### config.mk
export PLATFORM = sky130hd
export DESIGN_NAME = fpu_ex
export DESIGN_NICKNAME = d
export VERILOG_FILES = /design/src/verilog/fpu_pkg.sv /design/src/verilog/fpu_compare.sv /design/src/verilog/fpu_float2int.sv /design/src/verilog/fpu_int2float.sv /design/src/verilog/fpu_cycle_ctrl.sv /design/src/verilog/fpu_ex.sv
export VERILOG_INCLUDE_DIRS = /design/src /design/src/include
export SDC_FILE = /design/constraint.sdc
export NUM_CORES = 1
export LEC_CHECK = 0
export BUFFER_PORTS_ARGS = -buffer_cell sky130_fd_sc_hd__buf_4
export CORE_MARGIN = 5
export CORE_UTILIZATION = 25
export DETAILED_ROUTE_END_ITERATION = 8
export GPL_TIMING_DRIVEN = 0
export MAX_ROUTING_LAYER = met4
export PLACE_DENSITY = 0.38
export SETUP_SLACK_MARGIN = 0.2
export SYNTH_ARGS = -nofsm -noshare
export SYNTH_HDL_FRONTEND = slang
export SYNTH_HIERARCHICAL = 1
export SYNTH_SLANG_ARGS = --single-unit
### constraint.sdc
create_clock -name clk -period 16.3 [get_ports clk]
set_input_delay 0 -clock clk [delete_from_list [all_inputs] [get_ports clk]]
set_output_delay 0 -clock clk [all_outputs]
set_load 0.05 [all_outputs]
### src/include/fpu_settings.svh
`ifndef FPU_SETTINGS_SVH
`define FPU_SETTINGS_SVH

// width of a data word and of one float register
`define FPU_WORD_W 32

// cycles from a CVTS being presented to its result
`define FPU_CVTS_CYCLES 2

// condition flags held in the FCSR
`define FPU_FCC_N 8

`endif

### src/verilog/fpu_pkg.sv
`default_nettype none

`include "fpu_settings.svh"

package fpu_pkg;

	typedef logic [`FPU_WORD_W-1:0] word_t;

	typedef enum logic [3:0] {
		FPU_OP_NOP,
		FPU_OP_MTC,   // gpr -> fpr
		FPU_OP_MFC,   // fpr -> gpr
		FPU_OP_ADD,
		FPU_OP_SUB,
		FPU_OP_MUL,
		FPU_OP_DIV,
		FPU_OP_SQRT,
		FPU_OP_COND,  // c.cond.s
		FPU_OP_CEIL,
		FPU_OP_FLOOR,
		FPU_OP_TRUNC,
		FPU_OP_ROUND,
		FPU_OP_CVTS,  // int32 -> single
		FPU_OP_CVTW   // single -> int32, mode from fcsr.rm
	} fpu_op_t;

	typedef struct packed {
		word_t val;
	} fpu_reg_t;

	typedef struct packed {
		logic [`FPU_FCC_N-1:0] fcc;
		logic [4:0]            flags;
		logic [4:0]            enables;
		logic [5:0]            cause;
		logic [5:0]            pad;
		logic [1:0]            rm;  // 0 nearest, 1 zero, 2 +inf, 3 -inf
	} fcsr_t;

	typedef struct packed {
		logic invalid;
		logic div_zero;
		logic overflow;
		logic underflow;
		logic inexact;
	} fpu_except_t;

	typedef struct packed {
		word_t ceil_val;
		word_t floor_val;
		word_t trunc_val;
		word_t round_val;
		logic  invalid_ceil;
		logic  invalid_floor;
		logic  invalid_trunc;
		logic  invalid_round;
	} f2i_result_t;

endpackage

`default_nettype wire

### src/verilog/fpu_compare.sv
`timescale 1ns/1ps
`default_nettype none

module fpu_compare (
	input  fpu_pkg::word_t a,
	input  fpu_pkg::word_t b,
	input  logic [2:0]     cond,
	output logic           result
);

	logic       a_nan;
	logic       b_nan;
	logic       unordered;
	logic       both_zero;
	logic       equal;
	logic       less;
	logic       greater;
	logic [3:0] code;   // unordered, greater, less, equal
	logic [3:0] mask;

	assign a_nan     = (&a[30:23]) && (|a[22:0]);
	assign b_nan     = (&b[30:23]) && (|b[22:0]);
	assign unordered = a_nan | b_nan;
	assign both_zero = (a[30:0] == 31'd0) && (b[30:0] == 31'd0);  // +0 == -0

	assign equal = !unordered && ((a == b) || both_zero);

	always_comb
	begin
		less = 1'b0;
		if (!unordered && !both_zero)
		begin
			if (a[31] != b[31])
			begin
				less = a[31];  // negative side is smaller
			end
			else if (a[31])
			begin
				less = a[30:0] > b[30:0];  // both negative, bigger magnitude is smaller
			end
			else
			begin
				less = a[30:0] < b[30:0];
			end
		end
	end

	assign greater = !unordered && !equal && !less;
	assign code    = {unordered, greater, less, equal};

	// mips predicate bits: 0 unordered, 1 equal, 2 less
	assign mask = {cond[0], 1'b0, cond[2], cond[1]};

	assign result = |(code & mask);

endmodule

`default_nettype wire

### src/verilog/fpu_float2int.sv
`timescale 1ns/1ps
`default_nettype none

module fpu_float2int (
	input  fpu_pkg::word_t      float_in,
	output fpu_pkg::f2i_result_t result
);

	logic        sign;
	logic [7:0]  expo;
	logic [23:0] mant;
	logic        special;     // nan, inf or far out of range
	logic [7:0]  rsh;
	logic [55:0] ext;
	logic [32:0] int_part;    // magnitude before rounding
	logic        guard;
	logic        sticky;
	logic        inexact;
	logic [32:0] mag_ceil;
	logic [32:0] mag_floor;
	logic [32:0] mag_round;

	// returns {invalid, value} after range check and sign
	function automatic logic [32:0] apply_sign(
		input logic        neg,
		input logic [32:0] mag,
		input logic        bad
	);
		logic [32:0] limit;
		limit = neg ? 33'h080000000 : 33'h07fffffff;
		if (bad || (mag > limit))
		begin
			return {1'b1, 32'h7fffffff};
		end
		return {1'b0, neg ? -mag[31:0] : mag[31:0]};
	endfunction

	assign sign    = float_in[31];
	assign expo    = float_in[30:23];
	assign mant    = {expo != 8'd0, float_in[22:0]};  // hidden bit
	assign special = (expo == 8'hff) || (expo > 8'd158);

	always_comb
	begin
		rsh      = 8'd0;
		ext      = '0;
		int_part = '0;
		guard    = 1'b0;
		sticky   = 1'b0;
		if (expo >= 8'd150)
		begin
			int_part = {9'd0, mant} << (expo - 8'd150);  // exact, no fraction left
		end
		else
		begin
			rsh = 8'd150 - expo;
			if (rsh > 8'd26)
			begin
				rsh = 8'd26;  // past this only sticky matters
			end
			ext      = {mant, 32'd0} >> rsh;
			int_part = {9'd0, ext[55:32]};
			guard    = ext[31];
			sticky   = |ext[30:0];
		end
	end

	assign inexact = guard | sticky;

	// magnitude rounding, direction depends on sign for ceil/floor
	assign mag_ceil  = int_part + {32'd0, ~sign & inexact};
	assign mag_floor = int_part + {32'd0, sign & inexact};
	assign mag_round = int_part + {32'd0, guard & (sticky | int_part[0])};  // ties to even

	assign {result.invalid_ceil, result.ceil_val}   = apply_sign(sign, mag_ceil, special);
	assign {result.invalid_floor, result.floor_val} = apply_sign(sign, mag_floor, special);
	assign {result.invalid_trunc, result.trunc_val} = apply_sign(sign, int_part, special);
	assign {result.invalid_round, result.round_val} = apply_sign(sign, mag_round, special);

endmodule

`default_nettype wire

### src/verilog/fpu_int2float.sv
`timescale 1ns/1ps
`default_nettype none

module fpu_int2float (
	input  logic           clk,
	input  logic           arst_n,
	input  fpu_pkg::word_t int_in,
	output fpu_pkg::word_t float_out
);

	// first half, normalize
	logic        sign_d;
	logic [31:0] mag;
	logic [5:0]  lz;
	logic [31:0] norm_d;
	logic [7:0]  exp_d;

	// pipeline register
	logic        sign_q;
	logic        zero_q;
	logic [7:0]  exp_q;
	logic [31:0] norm_q;

	// second half, round and pack
	logic [23:0] mant;
	logic        guard;
	logic        sticky;
	logic [24:0] sum;
	logic [7:0]  exp_adj;
	logic [22:0] frac;

	assign sign_d = int_in[31];
	assign mag    = sign_d ? -int_in : int_in;  // 0x80000000 stays as is

	always_comb
	begin
		lz = 6'd32;
		for (int i = 0; i < 32; i++)
		begin
			if (mag[i])
			begin
				lz = 6'(31 - i);  // highest set bit wins
			end
		end
	end

	assign norm_d = mag << lz;
	assign exp_d  = 8'd158 - {2'b00, lz};  // 127 + 31 - lz

	always_ff @(posedge clk or negedge arst_n)
	begin
		if (!arst_n)
		begin
			sign_q <= 1'b0;
			zero_q <= 1'b1;
			exp_q  <= 8'd0;
		end
		else
		begin
			sign_q <= sign_d;
			zero_q <= (mag == 32'd0);
			exp_q  <= exp_d;
		end
	end

	always_ff @(posedge clk)
	begin
		norm_q <= norm_d;
	end

	assign mant   = norm_q[31:8];
	assign guard  = norm_q[7];
	assign sticky = |norm_q[6:0];
	assign sum    = {1'b0, mant} + {24'd0, guard & (sticky | mant[0])};

	// carry out of the mantissa bumps the exponent
	assign exp_adj = exp_q + {7'd0, sum[24]};
	assign frac    = sum[24] ? sum[23:1] : sum[22:0];

	assign float_out = zero_q ? 32'd0 : {sign_q, exp_adj, frac};

endmodule

`default_nettype wire

### src/verilog/fpu_cycle_ctrl.sv
`timescale 1ns/1ps
`default_nettype none

`include "fpu_settings.svh"

module fpu_cycle_ctrl (
	input  logic             clk,
	input  logic             arst_n,
	input  logic             flush,
	input  fpu_pkg::fpu_op_t op,
	output logic             busy
);
	import fpu_pkg::*;

	localparam int STAGE_W = 32;

	logic [5:0]         cyc_number;
	logic [STAGE_W-1:0] stage;  // one-hot countdown

	always_comb
	begin
		if (flush)
		begin
			cyc_number = 6'd1;  // drops busy right away
		end
		else
		begin
			unique case (op)
				FPU_OP_ADD, FPU_OP_SUB, FPU_OP_MUL: cyc_number = 6'd2;
				FPU_OP_DIV:  cyc_number = 6'd29;
				FPU_OP_SQRT: cyc_number = 6'd5;
				FPU_OP_CVTS: cyc_number = 6'(`FPU_CVTS_CYCLES);
				default:     cyc_number = 6'd1;
			endcase
		end
	end

	assign busy = (cyc_number != 6'd1) && !stage[0];

	always_ff @(posedge clk or negedge arst_n)
	begin
		if (!arst_n)
		begin
			stage <= '0;
		end
		else if (flush)
		begin
			stage <= '0;
		end
		else if (stage != '0)
		begin
			stage <= stage >> 1;
		end
		else
		begin
			stage <= (STAGE_W'(1) << cyc_number) >> 2;  // bit 0 set after count-1 edges
		end
	end

endmodule

`default_nettype wire

### src/verilog/fpu_ex.sv
`timescale 1ns/1ps
`default_nettype none

module fpu_ex (
	input  logic                 clk,
	input  logic                 arst_n,
	input  logic                 flush,
	input  fpu_pkg::fpu_op_t     op,
	input  fpu_pkg::word_t       inst,
	input  fpu_pkg::fcsr_t       fcsr,
	input  fpu_pkg::word_t       gpr2,
	input  fpu_pkg::fpu_reg_t    reg1,
	input  fpu_pkg::fpu_reg_t    reg2,
	output logic                 fcsr_we,
	output fpu_pkg::fcsr_t       fcsr_wdata,
	output fpu_pkg::fpu_reg_t    fpu_ret,
	output fpu_pkg::word_t       cpu_ret,
	output fpu_pkg::fpu_except_t except,
	output logic                 busy
);
	import fpu_pkg::*;

	logic        ret_compare;
	f2i_result_t f2i;
	word_t       ret_i2f;
	word_t       ret;
	logic        invalid_sel;  // invalid bit of the chosen conversion

	fpu_cycle_ctrl u_cycle_ctrl (
		.clk    (clk),
		.arst_n (arst_n),
		.flush  (flush),
		.op     (op),
		.busy   (busy)
	);

	fpu_float2int u_float2int (
		.float_in (reg1.val),
		.result   (f2i)
	);

	fpu_int2float u_int2float (
		.clk       (clk),
		.arst_n    (arst_n),
		.int_in    (reg1.val),
		.float_out (ret_i2f)
	);

	fpu_compare u_compare (
		.a      (reg1.val),
		.b      (reg2.val),
		.cond   (inst[2:0]),
		.result (ret_compare)
	);

	always_comb
	begin
		ret         = '0;
		invalid_sel = 1'b0;
		unique case (op)
			FPU_OP_MTC:   ret = gpr2;
			FPU_OP_CEIL:  {invalid_sel, ret} = {f2i.invalid_ceil, f2i.ceil_val};
			FPU_OP_FLOOR: {invalid_sel, ret} = {f2i.invalid_floor, f2i.floor_val};
			FPU_OP_TRUNC: {invalid_sel, ret} = {f2i.invalid_trunc, f2i.trunc_val};
			FPU_OP_ROUND: {invalid_sel, ret} = {f2i.invalid_round, f2i.round_val};
			FPU_OP_CVTS:  ret = ret_i2f;
			FPU_OP_CVTW:
			begin
				unique case (fcsr.rm)
					2'd0: {invalid_sel, ret} = {f2i.invalid_round, f2i.round_val};
					2'd1: {invalid_sel, ret} = {f2i.invalid_trunc, f2i.trunc_val};
					2'd2: {invalid_sel, ret} = {f2i.invalid_ceil, f2i.ceil_val};
					2'd3: {invalid_sel, ret} = {f2i.invalid_floor, f2i.floor_val};
				endcase
			end
			default:      ret = '0;  // arithmetic not built, nop
		endcase
	end

	assign fpu_ret.val = ret;
	assign cpu_ret     = (op == FPU_OP_MFC) ? reg2.val : '0;

	always_comb
	begin
		except         = '0;
		except.invalid = invalid_sel;
	end

	// fcc index sits in inst[10:8] of c.cond.s
	assign fcsr_we = (op == FPU_OP_COND);

	always_comb
	begin
		fcsr_wdata                 = fcsr;
		fcsr_wdata.fcc[inst[10:8]] = ret_compare;
	end

endmodule

`default_nettype wire

==> impl_metrics.yaml, run 1 <==
synth:
  avgSynthCellArea_sq_um: 7.354
  synth_area_leaders: "ha_1, xnor2_1, nand2_1"
  async_flop_share_pct: 55.56
  ys_seq_area_share_pct: 6.657
  synth.top_cell.area_share_pct: 9.025
  ys_types: 139
  synth_area_sq_um: 24680
  ys_ff_latch: 72
  yosys_warnings: 6
  synthFlopType: "dfrtp_1"
  synth_cells: 3356
  synth_edf_count: 0
  yosysTopAreaCell: "ha_1"
final_layout:
  fin_area_sq_um: 28360
  drive_gt1_share_pct: 17.04
  fin_nets: 3938
  mostFrequentLayoutCell: "nand2_1"
  syn_to_final_growth_pct: 14.92
  mostFrequentLayoutCells: "nand2_1, buf_4, nor2_1, ha_1, a21oi_1"
  antenna_cells: 0
pwr:
  leakage_uw: 0.01247
  ir_drop_mv: 0.04717
  p_per_area_nw_per_um2: 59.37
  total_power_uw: 1684
global_routing:
  grt-ovfl-total: 0
  antenna_found_initial: 2
  met3_usage_pct: 2.202
  grt_max_degree: 99
  grt_pass1_wl_um: 196800
  grt_use_met2_pct: 39.24
  grt_usage_pct: 25.38
  use_met1_pct: 34.89
  grt.busiest_layer: "met2"
  grt_pass1_vias: 27742
routing:
  avgViaCountPerCell: 5.970
  postRouteAntennaNets: 0
  route.detailed.drc: 0
  drtIter0Drc: 3197
  drt-total-wl_um: 137000
  vias: 29165
  routedWlPerCell_um: 28.04
  drt_pass1_iterations: 8
cts:
  clock-root-buffer: "clkbuf_16"
  cts_buffer_depth: 2
  cts.sink_count: 72
  cts_tree: "built"
  worstSkewPairLatency_ps: 320
  htreeDepth: 3
  numCtsBuffers: 9
  clk_pin_slew_ps: 50
setup_path:
  rrSetupSlack_ps: 14500
  reg2reg_depth: 4
  slowest_delay_ps: 720
  critPathKind: "input port to primary output"
  cp.arrival_ps: 13640
  r2r_end: "u_cycle_ctrl/stage[28]"
  path_max_fanout: 12
  crit_required_ps: 16300
  cp-end-kind: "primary output"
  reg2reg_from: "u_cycle_ctrl/stage[10]"
  startpoint_type: "input port"
  crit_slowest_cell: "o221ai_1"
timing:
  final_max_slew_viol_count: 0
  max_freq_ghz: 0.07330
  finalHoldViolations: 0
  grt_setup_unrepaired: "no"
  finalCriticalPeriod_ps: 13640
  fin_tns_setup_ps: 0
  holdWs_ps: 124.6
  fin_worst_skew_ps: 3.661
  setup_viol: 0
  tightest_slew_ps: 1471
  max_slew_margin_pct: 1.901
  min_period_over_period_pct: 83.70
placement:
  dp_hpwl_um: 113100
  port-buffer-count: 214
  postPlaceCellArea_sq_um: 28010
  place_congestion: 0.9931
floorplan:
  die_area_sq_um: 105100
  coreArea_sq_um: 98130
  fp-row-count: 115
  die_width_um: 324.2
  io_pins: 270
  die_h_um: 324.2
  initial_core_util_pct: 25.15
outcome:
  status: "complete, no violations"
min_path:
  hp-start: "op[0]"
  min_to: "u_cycle_ctrl/stage[27]"
  hp-class: "input port to flop"
  min_path_cells: 3
flow_run:
  max_cap_violations: 0
## worst max-delay path by stage
stage               startpoint          end  slack [ps]
floorplan             reg1[23]  fpu_ret[23]        6890
global placement      reg1[23]  fpu_ret[10]        2860
finish                reg1[23]  fpu_ret[10]        2660
global route          reg1[23]  fpu_ret[10]        2240
detailed placement    reg1[23]  fpu_ret[10]        3030
CTS                   reg1[23]  fpu_ret[10]        3020
## synthesized netlist by cell type (all sizes together) (41+ instances only)
library cell	number
inv	119
mux4	49
xnor2	136
clkbuf	123
nor4	72
o22ai	51
o21ai	182
nand3	142
mux2	41
and3	64
nor2	246
ha	178
a22oi	65
nand2	307
nor3	94
o31ai	59
mux2i	105
buf	148
xor2	109
nand4	101
a21o	71
a21oi	171
## registers in the layout (all words and copies together), names as in the netlist
name	cells
u_cycle_ctrl/stage	30
u_int2float/exp_q	8
u_int2float/norm_q	32
u_int2float/sign_q	1
u_int2float/zero_q	1
## power by group
group          internal, uW  total [uW]  switching (uW)
clock                   128         202            73.8
sequential              201         222            21.3
combinational           416        1260             843
## layout make-up
| type | count | area (sq um) |
|---|---|---|
| Multi-Input combinational cell | 2891 | 21190 |
| Inverter | 125 | 471.7 |
| Timing Repair Buffer | 223 | 1712 |
| Sequential cell | 72 | 1643 |
| Clock inverter | 6 | 65.06 |
| Fill cell | 10998 | 69770 |
| Buffer | 271 | 1421 |
| Clock buffer | 10 | 250.2 |
| Tap cell | 1287 | 1610 |
## critical path: cells and delay by family
| family | cells | cell delay [ps] |
|---|---|---|
| AO/OA/AOI/OAI | 15 | 4480 |
| XOR/XNOR | 1 | 640 |
| adder cells (fa/ha/maj) | 3 | 1050 |
| buffers and inverters | 14 | 4500 |
| multiplexers | 2 | 940 |
| AND/OR/NAND/NOR | 10 | 1960 |
## per-stage QoR
step	setup slack (ps)	utilization (%)	std cells
2_1_floorplan	6893	-	3359
3_3_place_gp	2858	28.44	4860
3_5_place_dp	3029	28.54	4866
4_1_cts	3015	28.89	4885
5_1_grt	2243	28.90	4885
6_report	2657	28.90	4885
## layer usage
layer | vias to the layer above | wire length (um) | part of all wire [%]
met4 | 0 | 6024 | 4.4
met1 | 14136 | 61710 | 45
met2 | 1506 | 60200 | 44
met3 | 244 | 9020 | 6.6
li1 | 13279 | - | -
met5 | - | 0 | 0
## cell families after synthesis
kind of cell	share of synthesized area, %
adders and majority gates	9.025
xor gates and xnor gates	8.938
and+or+nand+nor	26.48
buffers and inverters	7.671
AOI/OAI and AO/OA	30.48
muxes	10.71
DFF	6.657
other	0.04563
## repair_timing
item,CTS,global route
endpoints found under the hold margin,44,0
setup buffers,0,0
resized for setup,0,0
hold buffers,3,0
No activity file was read; power rests on OpenSTA's default activity.
==> run 2, diff against run 1 <==
--- a/config.mk
+++ b/config.mk
@@ -6,6 +6,7 @@
 export SDC_FILE = /design/constraint.sdc
 export NUM_CORES = 1
 export LEC_CHECK = 0
+export ABC_AREA = 1
 export BUFFER_PORTS_ARGS = -buffer_cell sky130_fd_sc_hd__buf_4
 export CORE_MARGIN = 5
 export CORE_UTILIZATION = 25
==> constraint.sdc (replaced) <==
create_clock -name clk -period 13.3 [get_ports clk]
set_input_delay 0 -clock clk [delete_from_list [all_inputs] [get_ports clk]]
set_output_delay 0 -clock clk [all_outputs]
set_load 0.05 [all_outputs]
==> impl_metrics.yaml, run 2 <==
routing:
  postRouteAntennaNets: 0
  avgViaCountPerCell: 5.186
  drt_pass1_iterations: 5
  drtIter0Drc: 3038
  routedWlPerCell_um: 22.42
  vias: 32417
  drt-total-wl_um: 140100
  route.detailed.drc: 0
synth:
  ys_ff_latch: 72
  synth_xor_area_share_pct: 3.280
  synth_area_leaders: "nand2_1, nand3_1, ha_1"
  yosys_warnings: 6
  synth.top_cell.area_share_pct: 21.01
  ys_seq_area_share_pct: 6.615
  synth_compound_area_share_pct: 9.694
  synth_cells: 4724
  synth_edf_count: 0
  synth_fa_ha_area_share_pct: 8.968
  yosysMostFrequentCell: "nand2_1"
  ys_types: 73
  async_flop_share_pct: 55.56
  synth_top_family_by_area: "simple AND/OR/NAND/NOR gates"
  yosys.area_share.simple_pct: 58.32
  yosysTopAreaCell: "nand2_1"
  avgSynthCellArea_sq_um: 5.257
  synthFlopType: "dfrtp_1"
  synth_area_sq_um: 24830
  synth_mux_area_share_pct: 0
  synthTopCellsByCount: "nand2_1, nand3_1, nor2_1"
cts:
  worstSkewPairLatency_ps: 340
  cts_resized: 0
  cts.sink_count: 72
  numCtsBuffers: 9
  clock-root-buffer: "clkbuf_16"
  hold_buffers: 3
  clk_pin_slew_ps: 50
  htreeDepth: 3
  cts_tree: "built"
  post_cts_buffers: 0
  cts_buffer_depth: 2
pwr:
  leakage_uw: 0.01562
  p_int_uw: 836.3
  p_sw_uw: 1247
  total_power_uw: 2083
  switching_share_pct: 59.86
  p_per_area_nw_per_um2: 73.20
  comb_power_share_pct: 74.8
  clkPwrFrac_pct: 12.2
  seqPwrFrac_pct: 13.0
  ir_drop_mv: 0.05147
timing:
  tightest_slew_ps: 1385
  final_max_slew_viol_count: 0
  finalHoldViolations: 0
  fin_ws_ps: 1756
  max_freq_ghz: 0.08662
  setup_viol: 0
  grt_setup_unrepaired: "no"
  fin_tns_setup_ps: 0
  min_period_over_period_pct: 86.80
  fin_worst_skew_ps: 2.436
  max_slew_margin_pct: 7.672
  finalCriticalPeriod_ps: 11540
final_layout:
  largest_reg_flops: 32
  syn_to_final_growth_pct: 14.61
  fin_area_sq_um: 28460
  fin_util_pct: 28.88
  mostFrequentLayoutCell: "nand2_1"
  largestRegisters: "u_int2float/norm_q: 32 flops, u_cycle_ctrl/stage: 30 flops, u_int2float/exp_q: 8 flops"
  fin_nets: 5303
  mostFrequentLayoutCells: "nand2_1, nand3_1, nor2_1, inv_1, buf_4"
  drive_gt1_share_pct: 12.25
  regMostFlops: "u_int2float/norm_q"
setup_path:
  critPathKind: "input port to primary output"
  critPathMostFrequentCell: "nand2_1"
  startpoint_type: "input port"
  cp-end-kind: "primary output"
  r2r_end: "u_cycle_ctrl/stage[3]"
  slowest_delay_ps: 610
  cp.arrival_ps: 11540
  crit_slowest_cell: "nand3_1"
  path_max_fanout: 13
  rrSetupSlack_ps: 12160
  reg2reg_from: "u_cycle_ctrl/stage[17]"
  reg2reg_depth: 8
  crit_required_ps: 13300
floorplan:
  die_area_sq_um: 105700
  die_h_um: 325.2
  io_pins: 270
  die_width_um: 325.2
  initial_core_util_pct: 25.20
  coreArea_sq_um: 98560
  fp-row-count: 115
placement:
  place_ws_ps: 1898
  dp_hpwl_um: 117100
  place_congestion: 1.047
  port-buffer-count: 216
  postPlaceCellArea_sq_um: 28110
global_routing:
  grt_pass1_vias: 30972
  grt_usage_pct: 25.93
  grt_max_degree: 90
  grt_pass1_wl_um: 204900
  antenna_found_initial: 1
  grt-ovfl-total: 0
min_path:
  min_to: "u_cycle_ctrl/stage[27]"
  hp-class: "input port to flop"
  hp-start: "op[0]"
  min_path_cells: 4
flow_run:
  max_cap_violations: 0
outcome:
  status: "complete, no violations"
-- run 2: cell count changes after synthesis, moves of 50 or more --
cell / delta
and3_1: -61
nand3_1: +747
a21o_1: -68
a22oi_1: -61
inv_2: +51
o22ai_1: -50
nand2_1: +1088
o31ai_1: -51
nor4_1: -50
inv_1: +364
nor2_1: +318
xnor2_1: -127
mux2i_1: -104
-- run 2: how the worst max path moves through the flow --
stage	from	to	cells past startpoint
3_5_place_dp	reg1[24]	fpu_ret[5]	62
5_1_grt	reg1[24]	fpu_ret[5]	63
6_report	reg1[24]	fpu_ret[5]	62
2_1_floorplan	reg1[24]	fpu_ret[26]	60
4_1_cts	reg1[24]	fpu_ret[5]	62
3_3_place_gp	reg1[24]	fpu_ret[5]	62
-- run 2: critical path, delay by kind of cell --
family / cells / cell delay [ps]
buffers and inverters: 12 / 3380
adder cells (fa/ha/maj): 4 / 1340
AO/OA/AOI/OAI: 15 / 2290
AND/OR/NAND/NOR: 31 / 4500
-- run 2: layout make-up --
class / count / area [sq um]
flip-flops and latches: 72 / 1643
clock inverters: 2 / 35.03
inverters: 543 / 2048
fillers: 11572 / 70100
well taps: 1287 / 1610
multi-input cells: 3894 / 19960
plain buffers: 218 / 1199
repair buffers: 220 / 1683
clock buffers: 14 / 285.3
diodes: 1 / 2.502
-- run 2: per-layer routing --
metal / track usage [%] / vias up / wire, um
li1: - / 15896 / -
met1: 33.25 / 14970 / 61490
met2: 41.33 / 1305 / 62310
met3: 2.742 / 246 / 8227
met4: 11.55 / 0 / 8108
met5: - / - / 0
-- run 2: cells by family after synthesis --
| logic type | count (synthesis) |
|---|---|
| buf+inv | 761 |
| compound gates | 430 |
| other cells | 3 |
| xor+xnor | 87 |
| fa+ha+maj | 178 |
| flops | 72 |
| simple gates | 3193 |
-- run 2: stage by stage --
step                std cells  hold WS, ps
floorplan                4727       -295.6
global placement         6230        18.76
detailed placement       6231        14.75
CTS                      6250        22.37
global route             6251        44.62
finish                   6251        29.70
-- run 2: power groups by stage --
stage	combinational, uW	sequential (uW)	clock (uW)
after floorplan	948	268	0
final	1560	271	255
after CTS	1530	271	262
after global routing	1680	276	271
after global placement	1530	275	0
after detailed placement	1520	275	0
